### src/logic/uart_macros.svh
// uart sizes, frame lengths, reset values and register addresses shared by the core

`ifndef UART_MACROS_SVH
`define UART_MACROS_SVH

// data bits carried in one frame
`define UART_DATA_SIZE        8

// clocks-per-bit divider and its value out of reset
`define UART_BAUD_DIV_SIZE    16
`define UART_BAUD_DIV_RESET   16'd16

// bit counter width and the number of bit times in a whole frame
`define UART_FRAME_BIT_COUNT  4
`define UART_FRAME_1STOP      4'd10
`define UART_FRAME_2STOP      4'd11

// register port widths
`define UART_REG_SIZE         16
`define UART_ADDR_SIZE        2

// register map
`define UART_ADDR_DATA        2'd0
`define UART_ADDR_CTRL        2'd1
`define UART_ADDR_STATUS      2'd2
`define UART_ADDR_STOP        2'd3

`endif

### src/logic/uart_pkg.sv
// uart shared types for the FSM states, register opcodes and the structs between blocks

`default_nettype none

`include "uart_macros.svh"

package uart_pkg;

    typedef enum logic [1:0] {
        TX_IDLE,
        TX_START,
        TX_DATA
    } uart_tx_state_e;

    typedef enum logic [1:0] {
        RX_IDLE,
        RX_START,
        RX_DATA,
        RX_STOP
    } uart_rx_state_e;

    // a request is live only in the cycle where op is not REG_NONE
    typedef enum logic [1:0] {
        REG_NONE  = 2'd0,
        REG_WRITE = 2'd1,
        REG_READ  = 2'd2
    } uart_reg_op_e;

    typedef struct packed {
        logic [`UART_BAUD_DIV_SIZE-1:0] baud_div;
        logic                           two_stop;
    } uart_cfg_t;

    typedef struct packed {
        uart_reg_op_e                   op;
        logic [`UART_ADDR_SIZE-1:0]     addr;
        logic [`UART_REG_SIZE-1:0]      wdata;
    } uart_bus_req_t;

    typedef struct packed {
        logic                           rvalid;
        logic [`UART_REG_SIZE-1:0]      rdata;
    } uart_bus_rsp_t;

    // valid is a one-cycle strobe, data and frame_err are only meaningful with it
    typedef struct packed {
        logic [`UART_DATA_SIZE-1:0]     data;
        logic                           frame_err;
        logic                           valid;
    } uart_rx_byte_t;

endpackage

`default_nettype wire

### src/logic/uart_tx.sv
// uart transmitter that sends a start bit, eight data bits LSB first and one or two stop bits

`default_nettype none

`include "uart_macros.svh"

module uart_tx (
    input  wire logic                       clk,
    input  wire logic                       rst_n,
    input  wire uart_pkg::uart_cfg_t        cfg_i,
    input  wire logic                       start_i,
    input  wire logic [`UART_DATA_SIZE-1:0] data_i,
    output logic                            ready_o,
    output logic                            tx_o
);

    import uart_pkg::*;

    // start bit plus the data byte
    localparam int SHIFT_SIZE = `UART_DATA_SIZE + 1;

    uart_tx_state_e                         state_ff, state_next;
    logic [`UART_BAUD_DIV_SIZE-1:0]         sample_count_ff, sample_count_next;
    logic [`UART_FRAME_BIT_COUNT-1:0]       bit_count_ff, bit_count_next;
    logic [SHIFT_SIZE-1:0]                  shifter_ff, shifter_next;
    logic [`UART_FRAME_BIT_COUNT-1:0]       frame_size;
    logic                                   sample_pulse;
    logic                                   last_bit;
    logic                                   tx_bit;

    assign frame_size   = cfg_i.two_stop ? `UART_FRAME_2STOP : `UART_FRAME_1STOP;
    assign sample_pulse = (sample_count_ff <= `UART_BAUD_DIV_SIZE'(1));
    assign last_bit     = (bit_count_ff == `UART_FRAME_BIT_COUNT'(1));

    always_ff @(posedge clk or negedge rst_n) begin
        if (!rst_n) begin
            state_ff        <= TX_IDLE;
            sample_count_ff <= '0;
            bit_count_ff    <= '0;
        end else begin
            state_ff        <= state_next;
            sample_count_ff <= sample_count_next;
            bit_count_ff    <= bit_count_next;
        end
    end

    always_ff @(posedge clk) begin
        shifter_ff <= shifter_next;
    end

    // the bit timer sits at baud_div outside of TX_DATA so the first bit gets a full period
    always_comb begin
        tx_bit            = 1'b1;
        state_next        = state_ff;
        sample_count_next = cfg_i.baud_div;
        bit_count_next    = bit_count_ff;
        shifter_next      = shifter_ff;

        case (state_ff)
            TX_IDLE: begin
                if (start_i) begin
                    state_next = TX_START;
                end
            end

            TX_START: begin
                shifter_next   = {data_i, 1'b0};
                bit_count_next = frame_size;
                state_next     = TX_DATA;
            end

            TX_DATA: begin
                tx_bit = shifter_ff[0];
                if (sample_pulse) begin
                    // ones come in from the top, so the stop bits need no extra state
                    bit_count_next = bit_count_ff - `UART_FRAME_BIT_COUNT'(1);
                    shifter_next   = {1'b1, shifter_ff[SHIFT_SIZE-1:1]};
                    if (last_bit) begin
                        state_next = TX_IDLE;
                    end
                end else begin
                    sample_count_next = sample_count_ff - `UART_BAUD_DIV_SIZE'(1);
                end
            end

            default: begin
                state_next = TX_IDLE;
            end
        endcase
    end

    // ready drops through TX_START and TX_DATA and comes back right after the last stop bit
    assign ready_o = (state_ff == TX_IDLE);
    assign tx_o    = tx_bit;

endmodule

`default_nettype wire

### src/logic/uart_rx.sv
// uart receiver that synchronizes the line, finds the start bit and samples each bit mid-bit

`default_nettype none

`include "uart_macros.svh"

module uart_rx (
    input  wire logic                   clk,
    input  wire logic                   rst_n,
    input  wire uart_pkg::uart_cfg_t    cfg_i,
    input  wire logic                   rx_i,
    output uart_pkg::uart_rx_byte_t     byte_o
);

    import uart_pkg::*;

    logic                                   rx_meta_ff;
    logic                                   rx_sync_ff;
    logic                                   rx_prev_ff;
    uart_rx_state_e                         state_ff, state_next;
    logic [`UART_BAUD_DIV_SIZE-1:0]         sample_count_ff, sample_count_next;
    logic [`UART_FRAME_BIT_COUNT-1:0]       bit_count_ff, bit_count_next;
    logic [`UART_DATA_SIZE-1:0]             data_ff, data_next;
    logic                                   frame_err_ff, frame_err_next;
    logic                                   valid_ff, valid_next;
    logic                                   sample_pulse;
    logic                                   start_edge;

    // two flops against metastability, the third one finds the falling edge
    always_ff @(posedge clk or negedge rst_n) begin
        if (!rst_n) begin
            rx_meta_ff <= 1'b1;
            rx_sync_ff <= 1'b1;
            rx_prev_ff <= 1'b1;
        end else begin
            rx_meta_ff <= rx_i;
            rx_sync_ff <= rx_meta_ff;
            rx_prev_ff <= rx_sync_ff;
        end
    end

    assign start_edge   = rx_prev_ff && !rx_sync_ff;
    assign sample_pulse = (sample_count_ff <= `UART_BAUD_DIV_SIZE'(1));

    always_ff @(posedge clk or negedge rst_n) begin
        if (!rst_n) begin
            state_ff        <= RX_IDLE;
            sample_count_ff <= '0;
            bit_count_ff    <= '0;
            valid_ff        <= 1'b0;
        end else begin
            state_ff        <= state_next;
            sample_count_ff <= sample_count_next;
            bit_count_ff    <= bit_count_next;
            valid_ff        <= valid_next;
        end
    end

    always_ff @(posedge clk) begin
        data_ff      <= data_next;
        frame_err_ff <= frame_err_next;
    end

    always_comb begin
        state_next     = state_ff;
        bit_count_next = bit_count_ff;
        data_next      = data_ff;
        frame_err_next = frame_err_ff;
        valid_next     = 1'b0;
        if (sample_pulse) begin
            sample_count_next = cfg_i.baud_div;
        end else begin
            sample_count_next = sample_count_ff - `UART_BAUD_DIV_SIZE'(1);
        end

        case (state_ff)
            RX_IDLE: begin
                // half a bit to reach the middle of the start bit
                sample_count_next = cfg_i.baud_div >> 1;
                bit_count_next    = '0;
                if (start_edge) begin
                    state_next = RX_START;
                end
            end

            RX_START: begin
                if (sample_pulse) begin
                    // a glitch that is high again at mid-bit is not a start bit
                    state_next = rx_sync_ff ? RX_IDLE : RX_DATA;
                end
            end

            RX_DATA: begin
                if (sample_pulse) begin
                    data_next      = {rx_sync_ff, data_ff[`UART_DATA_SIZE-1:1]};
                    bit_count_next = bit_count_ff + `UART_FRAME_BIT_COUNT'(1);
                    if (bit_count_ff == `UART_FRAME_BIT_COUNT'(`UART_DATA_SIZE - 1)) begin
                        state_next = RX_STOP;
                    end
                end
            end

            RX_STOP: begin
                // only the first stop bit is checked, a second one just lengthens the gap
                if (sample_pulse) begin
                    valid_next     = 1'b1;
                    frame_err_next = !rx_sync_ff;
                    state_next     = RX_IDLE;
                end
            end

            default: begin
                state_next = RX_IDLE;
            end
        endcase
    end

    assign byte_o = '{data: data_ff, frame_err: frame_err_ff, valid: valid_ff};

endmodule

`default_nettype wire

### src/logic/uart_regs.sv
// uart register block that decodes strobes, holds the line setup and receive buffer, answers reads

`default_nettype none

`include "uart_macros.svh"

module uart_regs (
    input  wire logic                       clk,
    input  wire logic                       rst_n,
    input  wire uart_pkg::uart_bus_req_t    req_i,
    output uart_pkg::uart_bus_rsp_t         rsp_o,
    output uart_pkg::uart_cfg_t             cfg_o,
    output logic                            tx_start_o,
    output logic [`UART_DATA_SIZE-1:0]      tx_data_o,
    input  wire logic                       tx_ready_i,
    input  wire uart_pkg::uart_rx_byte_t    rx_byte_i
);

    import uart_pkg::*;

    logic                               wr_en;
    logic                               rd_en;
    logic                               tx_ready;
    logic                               data_accept;
    logic                               data_read;
    logic                               status_read;
    logic [`UART_BAUD_DIV_SIZE-1:0]     baud_div_ff;
    logic                               two_stop_ff;
    logic                               tx_start_ff;
    logic [`UART_DATA_SIZE-1:0]         tx_data_ff;
    logic [`UART_DATA_SIZE-1:0]         rx_buf_ff;
    logic                               rx_full_ff;
    logic                               frame_err_ff;
    logic                               overrun_ff;
    logic [`UART_REG_SIZE-1:0]          rdata_next;
    logic [`UART_REG_SIZE-1:0]          rdata_ff;
    logic                               rvalid_ff;

    assign wr_en = (req_i.op == REG_WRITE);
    assign rd_en = (req_i.op == REG_READ);

    // the transmitter still reports ready in the cycle of a pending start
    assign tx_ready    = tx_ready_i && !tx_start_ff;
    assign data_accept = wr_en && (req_i.addr == `UART_ADDR_DATA) && tx_ready;
    assign data_read   = rd_en && (req_i.addr == `UART_ADDR_DATA);
    assign status_read = rd_en && (req_i.addr == `UART_ADDR_STATUS);

    always_ff @(posedge clk or negedge rst_n) begin
        if (!rst_n) begin
            baud_div_ff <= `UART_BAUD_DIV_RESET;
            two_stop_ff <= 1'b0;
        end else if (wr_en) begin
            if (req_i.addr == `UART_ADDR_CTRL) begin
                baud_div_ff <= req_i.wdata[`UART_BAUD_DIV_SIZE-1:0];
            end
            if (req_i.addr == `UART_ADDR_STOP) begin
                two_stop_ff <= req_i.wdata[0];
            end
        end
    end

    always_ff @(posedge clk or negedge rst_n) begin
        if (!rst_n) begin
            tx_start_ff <= 1'b0;
        end else begin
            tx_start_ff <= data_accept;
        end
    end

    // tx_data stays put until the next accepted write, the transmitter loads it in TX_START
    always_ff @(posedge clk) begin
        if (data_accept) begin
            tx_data_ff <= req_i.wdata[`UART_DATA_SIZE-1:0];
        end
        if (rx_byte_i.valid) begin
            rx_buf_ff <= rx_byte_i.data;
        end
    end

    // a new byte wins over a clearing read in the same cycle
    always_ff @(posedge clk or negedge rst_n) begin
        if (!rst_n) begin
            rx_full_ff   <= 1'b0;
            frame_err_ff <= 1'b0;
            overrun_ff   <= 1'b0;
        end else begin
            if (rx_byte_i.valid) begin
                rx_full_ff <= 1'b1;
            end else if (data_read) begin
                rx_full_ff <= 1'b0;
            end

            if (rx_byte_i.valid && rx_byte_i.frame_err) begin
                frame_err_ff <= 1'b1;
            end else if (status_read) begin
                frame_err_ff <= 1'b0;
            end

            if (rx_byte_i.valid && rx_full_ff && !data_read) begin
                overrun_ff <= 1'b1;
            end else if (status_read) begin
                overrun_ff <= 1'b0;
            end
        end
    end

    always_comb begin
        case (req_i.addr)
            `UART_ADDR_DATA:   rdata_next = `UART_REG_SIZE'(rx_buf_ff);
            `UART_ADDR_CTRL:   rdata_next = `UART_REG_SIZE'(baud_div_ff);
            `UART_ADDR_STATUS: begin
                rdata_next = `UART_REG_SIZE'({overrun_ff, frame_err_ff, rx_full_ff, tx_ready});
            end
            `UART_ADDR_STOP:   rdata_next = `UART_REG_SIZE'(two_stop_ff);
            default:           rdata_next = '0;
        endcase
    end

    // read data shows up one clock after the strobe
    always_ff @(posedge clk or negedge rst_n) begin
        if (!rst_n) begin
            rvalid_ff <= 1'b0;
        end else begin
            rvalid_ff <= rd_en;
        end
    end

    always_ff @(posedge clk) begin
        if (rd_en) begin
            rdata_ff <= rdata_next;
        end
    end

    assign rsp_o      = '{rvalid: rvalid_ff, rdata: rdata_ff};
    assign cfg_o      = '{baud_div: baud_div_ff, two_stop: two_stop_ff};
    assign tx_start_o = tx_start_ff;
    assign tx_data_o  = tx_data_ff;

endmodule

`default_nettype wire

### src/logic/uart_core.sv
// uart core top level joining the register block to the transmitter and the receiver

`default_nettype none

`include "uart_macros.svh"

module uart_core (
    input  wire logic                       clk,
    input  wire logic                       rst_n,
    input  wire uart_pkg::uart_bus_req_t    req_i,
    output uart_pkg::uart_bus_rsp_t         rsp_o,
    input  wire logic                       rx_i,
    output logic                            tx_o
);

    import uart_pkg::*;

    uart_cfg_t                      cfg;
    logic                           tx_start;
    logic [`UART_DATA_SIZE-1:0]     tx_data;
    logic                           tx_ready;
    uart_rx_byte_t                  rx_byte;

    uart_regs i_regs (
        .clk        (clk),
        .rst_n      (rst_n),
        .req_i      (req_i),
        .rsp_o      (rsp_o),
        .cfg_o      (cfg),
        .tx_start_o (tx_start),
        .tx_data_o  (tx_data),
        .tx_ready_i (tx_ready),
        .rx_byte_i  (rx_byte)
    );

    uart_tx i_tx (
        .clk     (clk),
        .rst_n   (rst_n),
        .cfg_i   (cfg),
        .start_i (tx_start),
        .data_i  (tx_data),
        .ready_o (tx_ready),
        .tx_o    (tx_o)
    );

    // the receiver uses the same divider as the transmitter
    uart_rx i_rx (
        .clk    (clk),
        .rst_n  (rst_n),
        .cfg_i  (cfg),
        .rx_i   (rx_i),
        .byte_o (rx_byte)
    );

endmodule

`default_nettype wire

### config.mk
export PLATFORM = sky130hd
export DESIGN_NAME = uart_core
export DESIGN_NICKNAME = d
export VERILOG_FILES = /design/src/logic/uart_pkg.sv /design/src/logic/uart_tx.sv /design/src/logic/uart_rx.sv /design/src/logic/uart_regs.sv /design/src/logic/uart_core.sv
export VERILOG_INCLUDE_DIRS = /design/src /design/src/logic
export SDC_FILE = /design/constraint.sdc
export NUM_CORES = 1
export LEC_CHECK = 0
export ABC_AREA = 1
export BUFFER_PORTS_ARGS = -buffer_cell sky130_fd_sc_hd__buf_2
export CORE_MARGIN = 2
export CORE_UTILIZATION = 60
export DETAILED_ROUTE_END_ITERATION = 10
export PLACE_DENSITY_LB_ADDON = 0.25
export SLEW_MARGIN = 10
export SYNTH_ARGS = -nofsm -noshare
export SYNTH_HDL_FRONTEND = slang
export SYNTH_SLANG_ARGS = --single-unit
### constraint.sdc
create_clock -name clk -period 2 [get_ports clk]
set_input_delay 0.2 -clock clk [delete_from_list [all_inputs] [get_ports clk]]
set_output_delay 0.2 -clock clk [all_outputs]
set_load 0.005 [all_outputs]
==> impl_metrics.env <==
export IMPL_startpoint="i_tx.state_ff[1]"
export IMPL_synthesis_nets=666
export IMPL_path_cells="inv_1 -> nor2_4 -> inv_1 -> or2_2 -> buf_2"
export IMPL_postRouteWirelength_mm=12.7
export IMPL_status="complete, no violations"
export IMPL_track_usage_pct=27.1
export IMPL_yosysTopAreaCell="dfrtp_1"
export IMPL_cts_tree="done"
export IMPL_dieArea_um2=10100
export IMPL_grt_max_degree=71
export IMPL_place_hpwl_mm=8.32
export IMPL_crit_fanout=4
export IMPL_slew_headroom_pct=65.9
export IMPL_synth_seq_cells=120
export IMPL_worst_path_max_delay_cell="dfrtp_1"
export IMPL_period_needed_ps=1800
export IMPL_wl_met1_mm=5.25
export IMPL_initial_core_util_pct=61.2
export IMPL_die_h_um=101
export IMPL_fmax_mhz=555
export IMPL_wl_met3_um=854
export IMPL_cts_max_level=4
export IMPL_clk_latency_ps=520
export IMPL_timing_final_ws_setup_ps=199
export IMPL_rsz0062_at_grt="no"
export IMPL_finalSetupViolations=0
export IMPL_drive_gt1_share_pct=16.8
export IMPL_synthCells=636
export IMPL_cap_violations=0
export IMPL_drv_slew=0
export IMPL_seq_power_share_pct=41.3
export IMPL_gr_total_overflow=0
export IMPL_min_from="req_i[18]"
export IMPL_p_switching_mw=3.04
export IMPL_tightestPinTransition_ps=511
export IMPL_rows=35
export IMPL_leakage_nw=3.11
export IMPL_cp_end_kind="output pin"
export IMPL_finalHoldViolCount=0
export IMPL_pre_cts_slack_ps=161
export IMPL_p_int_mw=5.47
export IMPL_diodes=0
export IMPL_ys_types=33
export IMPL_core_um2=9150
export IMPL_powerDensity_nw_per_um2=1260
export IMPL_firstDrtPassIters=6
export IMPL_viasPerCell=5.44
export IMPL_avgRoutedWirePerCell_um=15.1
export IMPL_crit_path_start_kind="flip-flop"
export IMPL_p_clk_share_pct=33.1
export IMPL_hp_class="in2reg"
export IMPL_rr_worst_depth=9
export IMPL_fin_area_um2=6750
export IMPL_synth_top_area_share_pct=29.5
export IMPL_seq_area_frac_synth_pct=58.1
export IMPL_dr_wl_met2_mm=6.32
export IMPL_place_congestion=0.843
export IMPL_synth_area_top_cells="dfrtp_1 29%, edfxtp_1 27%, nand2_1 13%"
export IMPL_post_dp_cell_area_um2=6010
export IMPL_syn_area_um2=5610
export IMPL_syn_area_per_cell_um2=8.81
export IMPL_grt_first_pass_wirelength_mm=20.9
export IMPL_crit_top_cell="inv_1"
export IMPL_setup_tns_ps=0
export IMPL_pwr_share_comb_pct=25.6
export IMPL_fill_cells=643
export IMPL_dieWidth_um=101
export IMPL_drc=0
export IMPL_worstReg2RegStart="i_rx.sample_count_ff[1]"
export IMPL_worst_hold_path_num_cells=3
export IMPL_grt_pass1_vias=4473
export IMPL_multi_input_area_um2=2000
export IMPL_final_cell_mix="194 x nand2_1, 84 x nor2_1, 69 x inv_1"
export IMPL_portBuffers=40
export IMPL_cp_data_required_time_ps=1800
export IMPL_timing_final_crit_share_pct=90.0
export IMPL_slowest_delay_ps=380
export IMPL_criticalPathCategory="reg2out"
export IMPL_fin_nets=745
export IMPL_regArea_um2=3260
export IMPL_skew_ps=8.77
export IMPL_antenna_found_initial=0
export IMPL_routed_via_count=4565
export IMPL_path_clk_slew_ps=60
export IMPL_critPathArrivalTime_ps=1600
export IMPL_layout_commonest_cell="nand2_1"
export IMPL_cts_buffers_inserted=17
export IMPL_power_switching_share_pct=35.7
export IMPL_clock_sinks=120
export IMPL_ctsRootBufferMaster="clkbuf_8"
export IMPL_top_layer="met4"
export IMPL_ioPinCount=41
export IMPL_drt_iter0_drc=376
export IMPL_synthToLayoutAreaGrowth_pct=20.5
export IMPL_antenna_left=0
export IMPL_hold_slack_ps=23.2
export IMPL_max_vdd_ir_drop_mv=0.636
export IMPL_yosys_warnings=0
export IMPL_clock_path_buffers=2
-- layer usage --
layer,vias up,global-route usage [%]
met5,-,0
li1,2194,-
met3,30,6.03
met4,0,11.5
met2,182,44.8
met1,2159,34.7
-- cell usage after synthesis --
library cell / instances
nand2_1: 194
nor2_1: 84
inv_1: 69
dfrtp_1: 66
edfxtp_1: 50
nand3_1: 38
o21ai_0: 26
a21oi_1: 17
nor2_2: 14
xor2_1: 8
ha_1: 7
xnor2_1: 7
clkbuf_1: 6
nand3b_1: 5
o21ai_1: 5
buf_2: 4
dfstp_2: 4
or2_2: 4
buf_4: 3
nand2_2: 3
nand4_1: 3
nor3_1: 3
buf_6: 2
inv_2: 2
o21ai_2: 2
o221ai_1: 2
o22ai_1: 2
a21oi_2: 1
buf_1: 1
nand3_2: 1
nor2_4: 1
o2111ai_1: 1
o211ai_1: 1
-- cell type report --
class	instances	share of cell area (%)
clock buffers	17	6.13
clock inverters	15	1.98
inverters	71	3.95
multi-input cells	429	29.6
flip-flops and latches	120	48.2
well taps	111	2.06
repair buffers	76	8.00
-- per-stage QoR --
step	util, %	std cells	power, mW
floorplan	-	636	4.99
global placement	65.6	788	5.50
detailed placement	65.6	788	5.59
CTS	73.7	839	8.48
global route	73.8	839	9.02
finish	73.8	839	8.51
-- kinds of logic after synthesis --
kind of cell             after synthesis  synth area share [%]
AND/OR/NAND/NOR                      350                  26.0
flip-flops                           120                  58.1
buffers and inverters                 87                  6.38
AO/OA/AOI/OAI                         57                  5.58
XOR/XNOR                              15                  2.34
adder cells (fa/ha/maj)                7                  1.56
-- flip-flops by register name, indices dropped and copies added, names as in the netlist, 2 cells and up, named ones only --
register,count
i_regs.rx_buf_ff,8
i_regs.baud_div_ff,16
i_tx.bit_count_ff,4
i_rx.data_ff,8
i_regs.tx_data_o,8
i_tx.shifter_ff,9
i_rx.sample_count_ff,16
i_tx.sample_count_ff,16
i_tx.state_ff,2
i_regs.rdata_ff,16
i_rx.bit_count_ff,4
-- worst paths after layout --
kind / to / slack (ps)
max: tx_o / 200
min: i_regs.overrun_ff / 20
max reg2reg: i_rx.data_ff[5] / 200
min reg2reg: i_rx.rx_sync_ff / 360
max in group asynchronous: i_rx.rx_prev_ff / 1420
min in group asynchronous: i_tx.sample_count_ff[10] / 250
-- power by group through the flow --
stage / combinational (mW) / clock [mW] / sequential [mW]
finish: 2.18 / 2.82 / 3.51
floorplan: 1.58 / 0 / 3.42
CTS: 2.15 / 2.83 / 3.50
global placement: 1.98 / 0 / 3.52
detailed placement: 2.06 / 0 / 3.53
global route: 2.51 / 2.95 / 3.56
-- timing repair --
action                                  in CTS  in global routing
endpoints found under the setup margin       1                  9
gates resized for setup                      1                  1
setup buffers                                1                  0
pin swaps                                    1                  0
cloned                                       0                  0
hold endpoints to repair                    90                  0
hold buffers                                18                  0
-- worst max-delay path: cells and delay by family (launching register included) --
kind	cells	cell delay (ps)
flip-flops	1	380
buffers and inverters	3	310
AND/OR/NAND/NOR	2	390
Power figures use the tool's default switching activity.
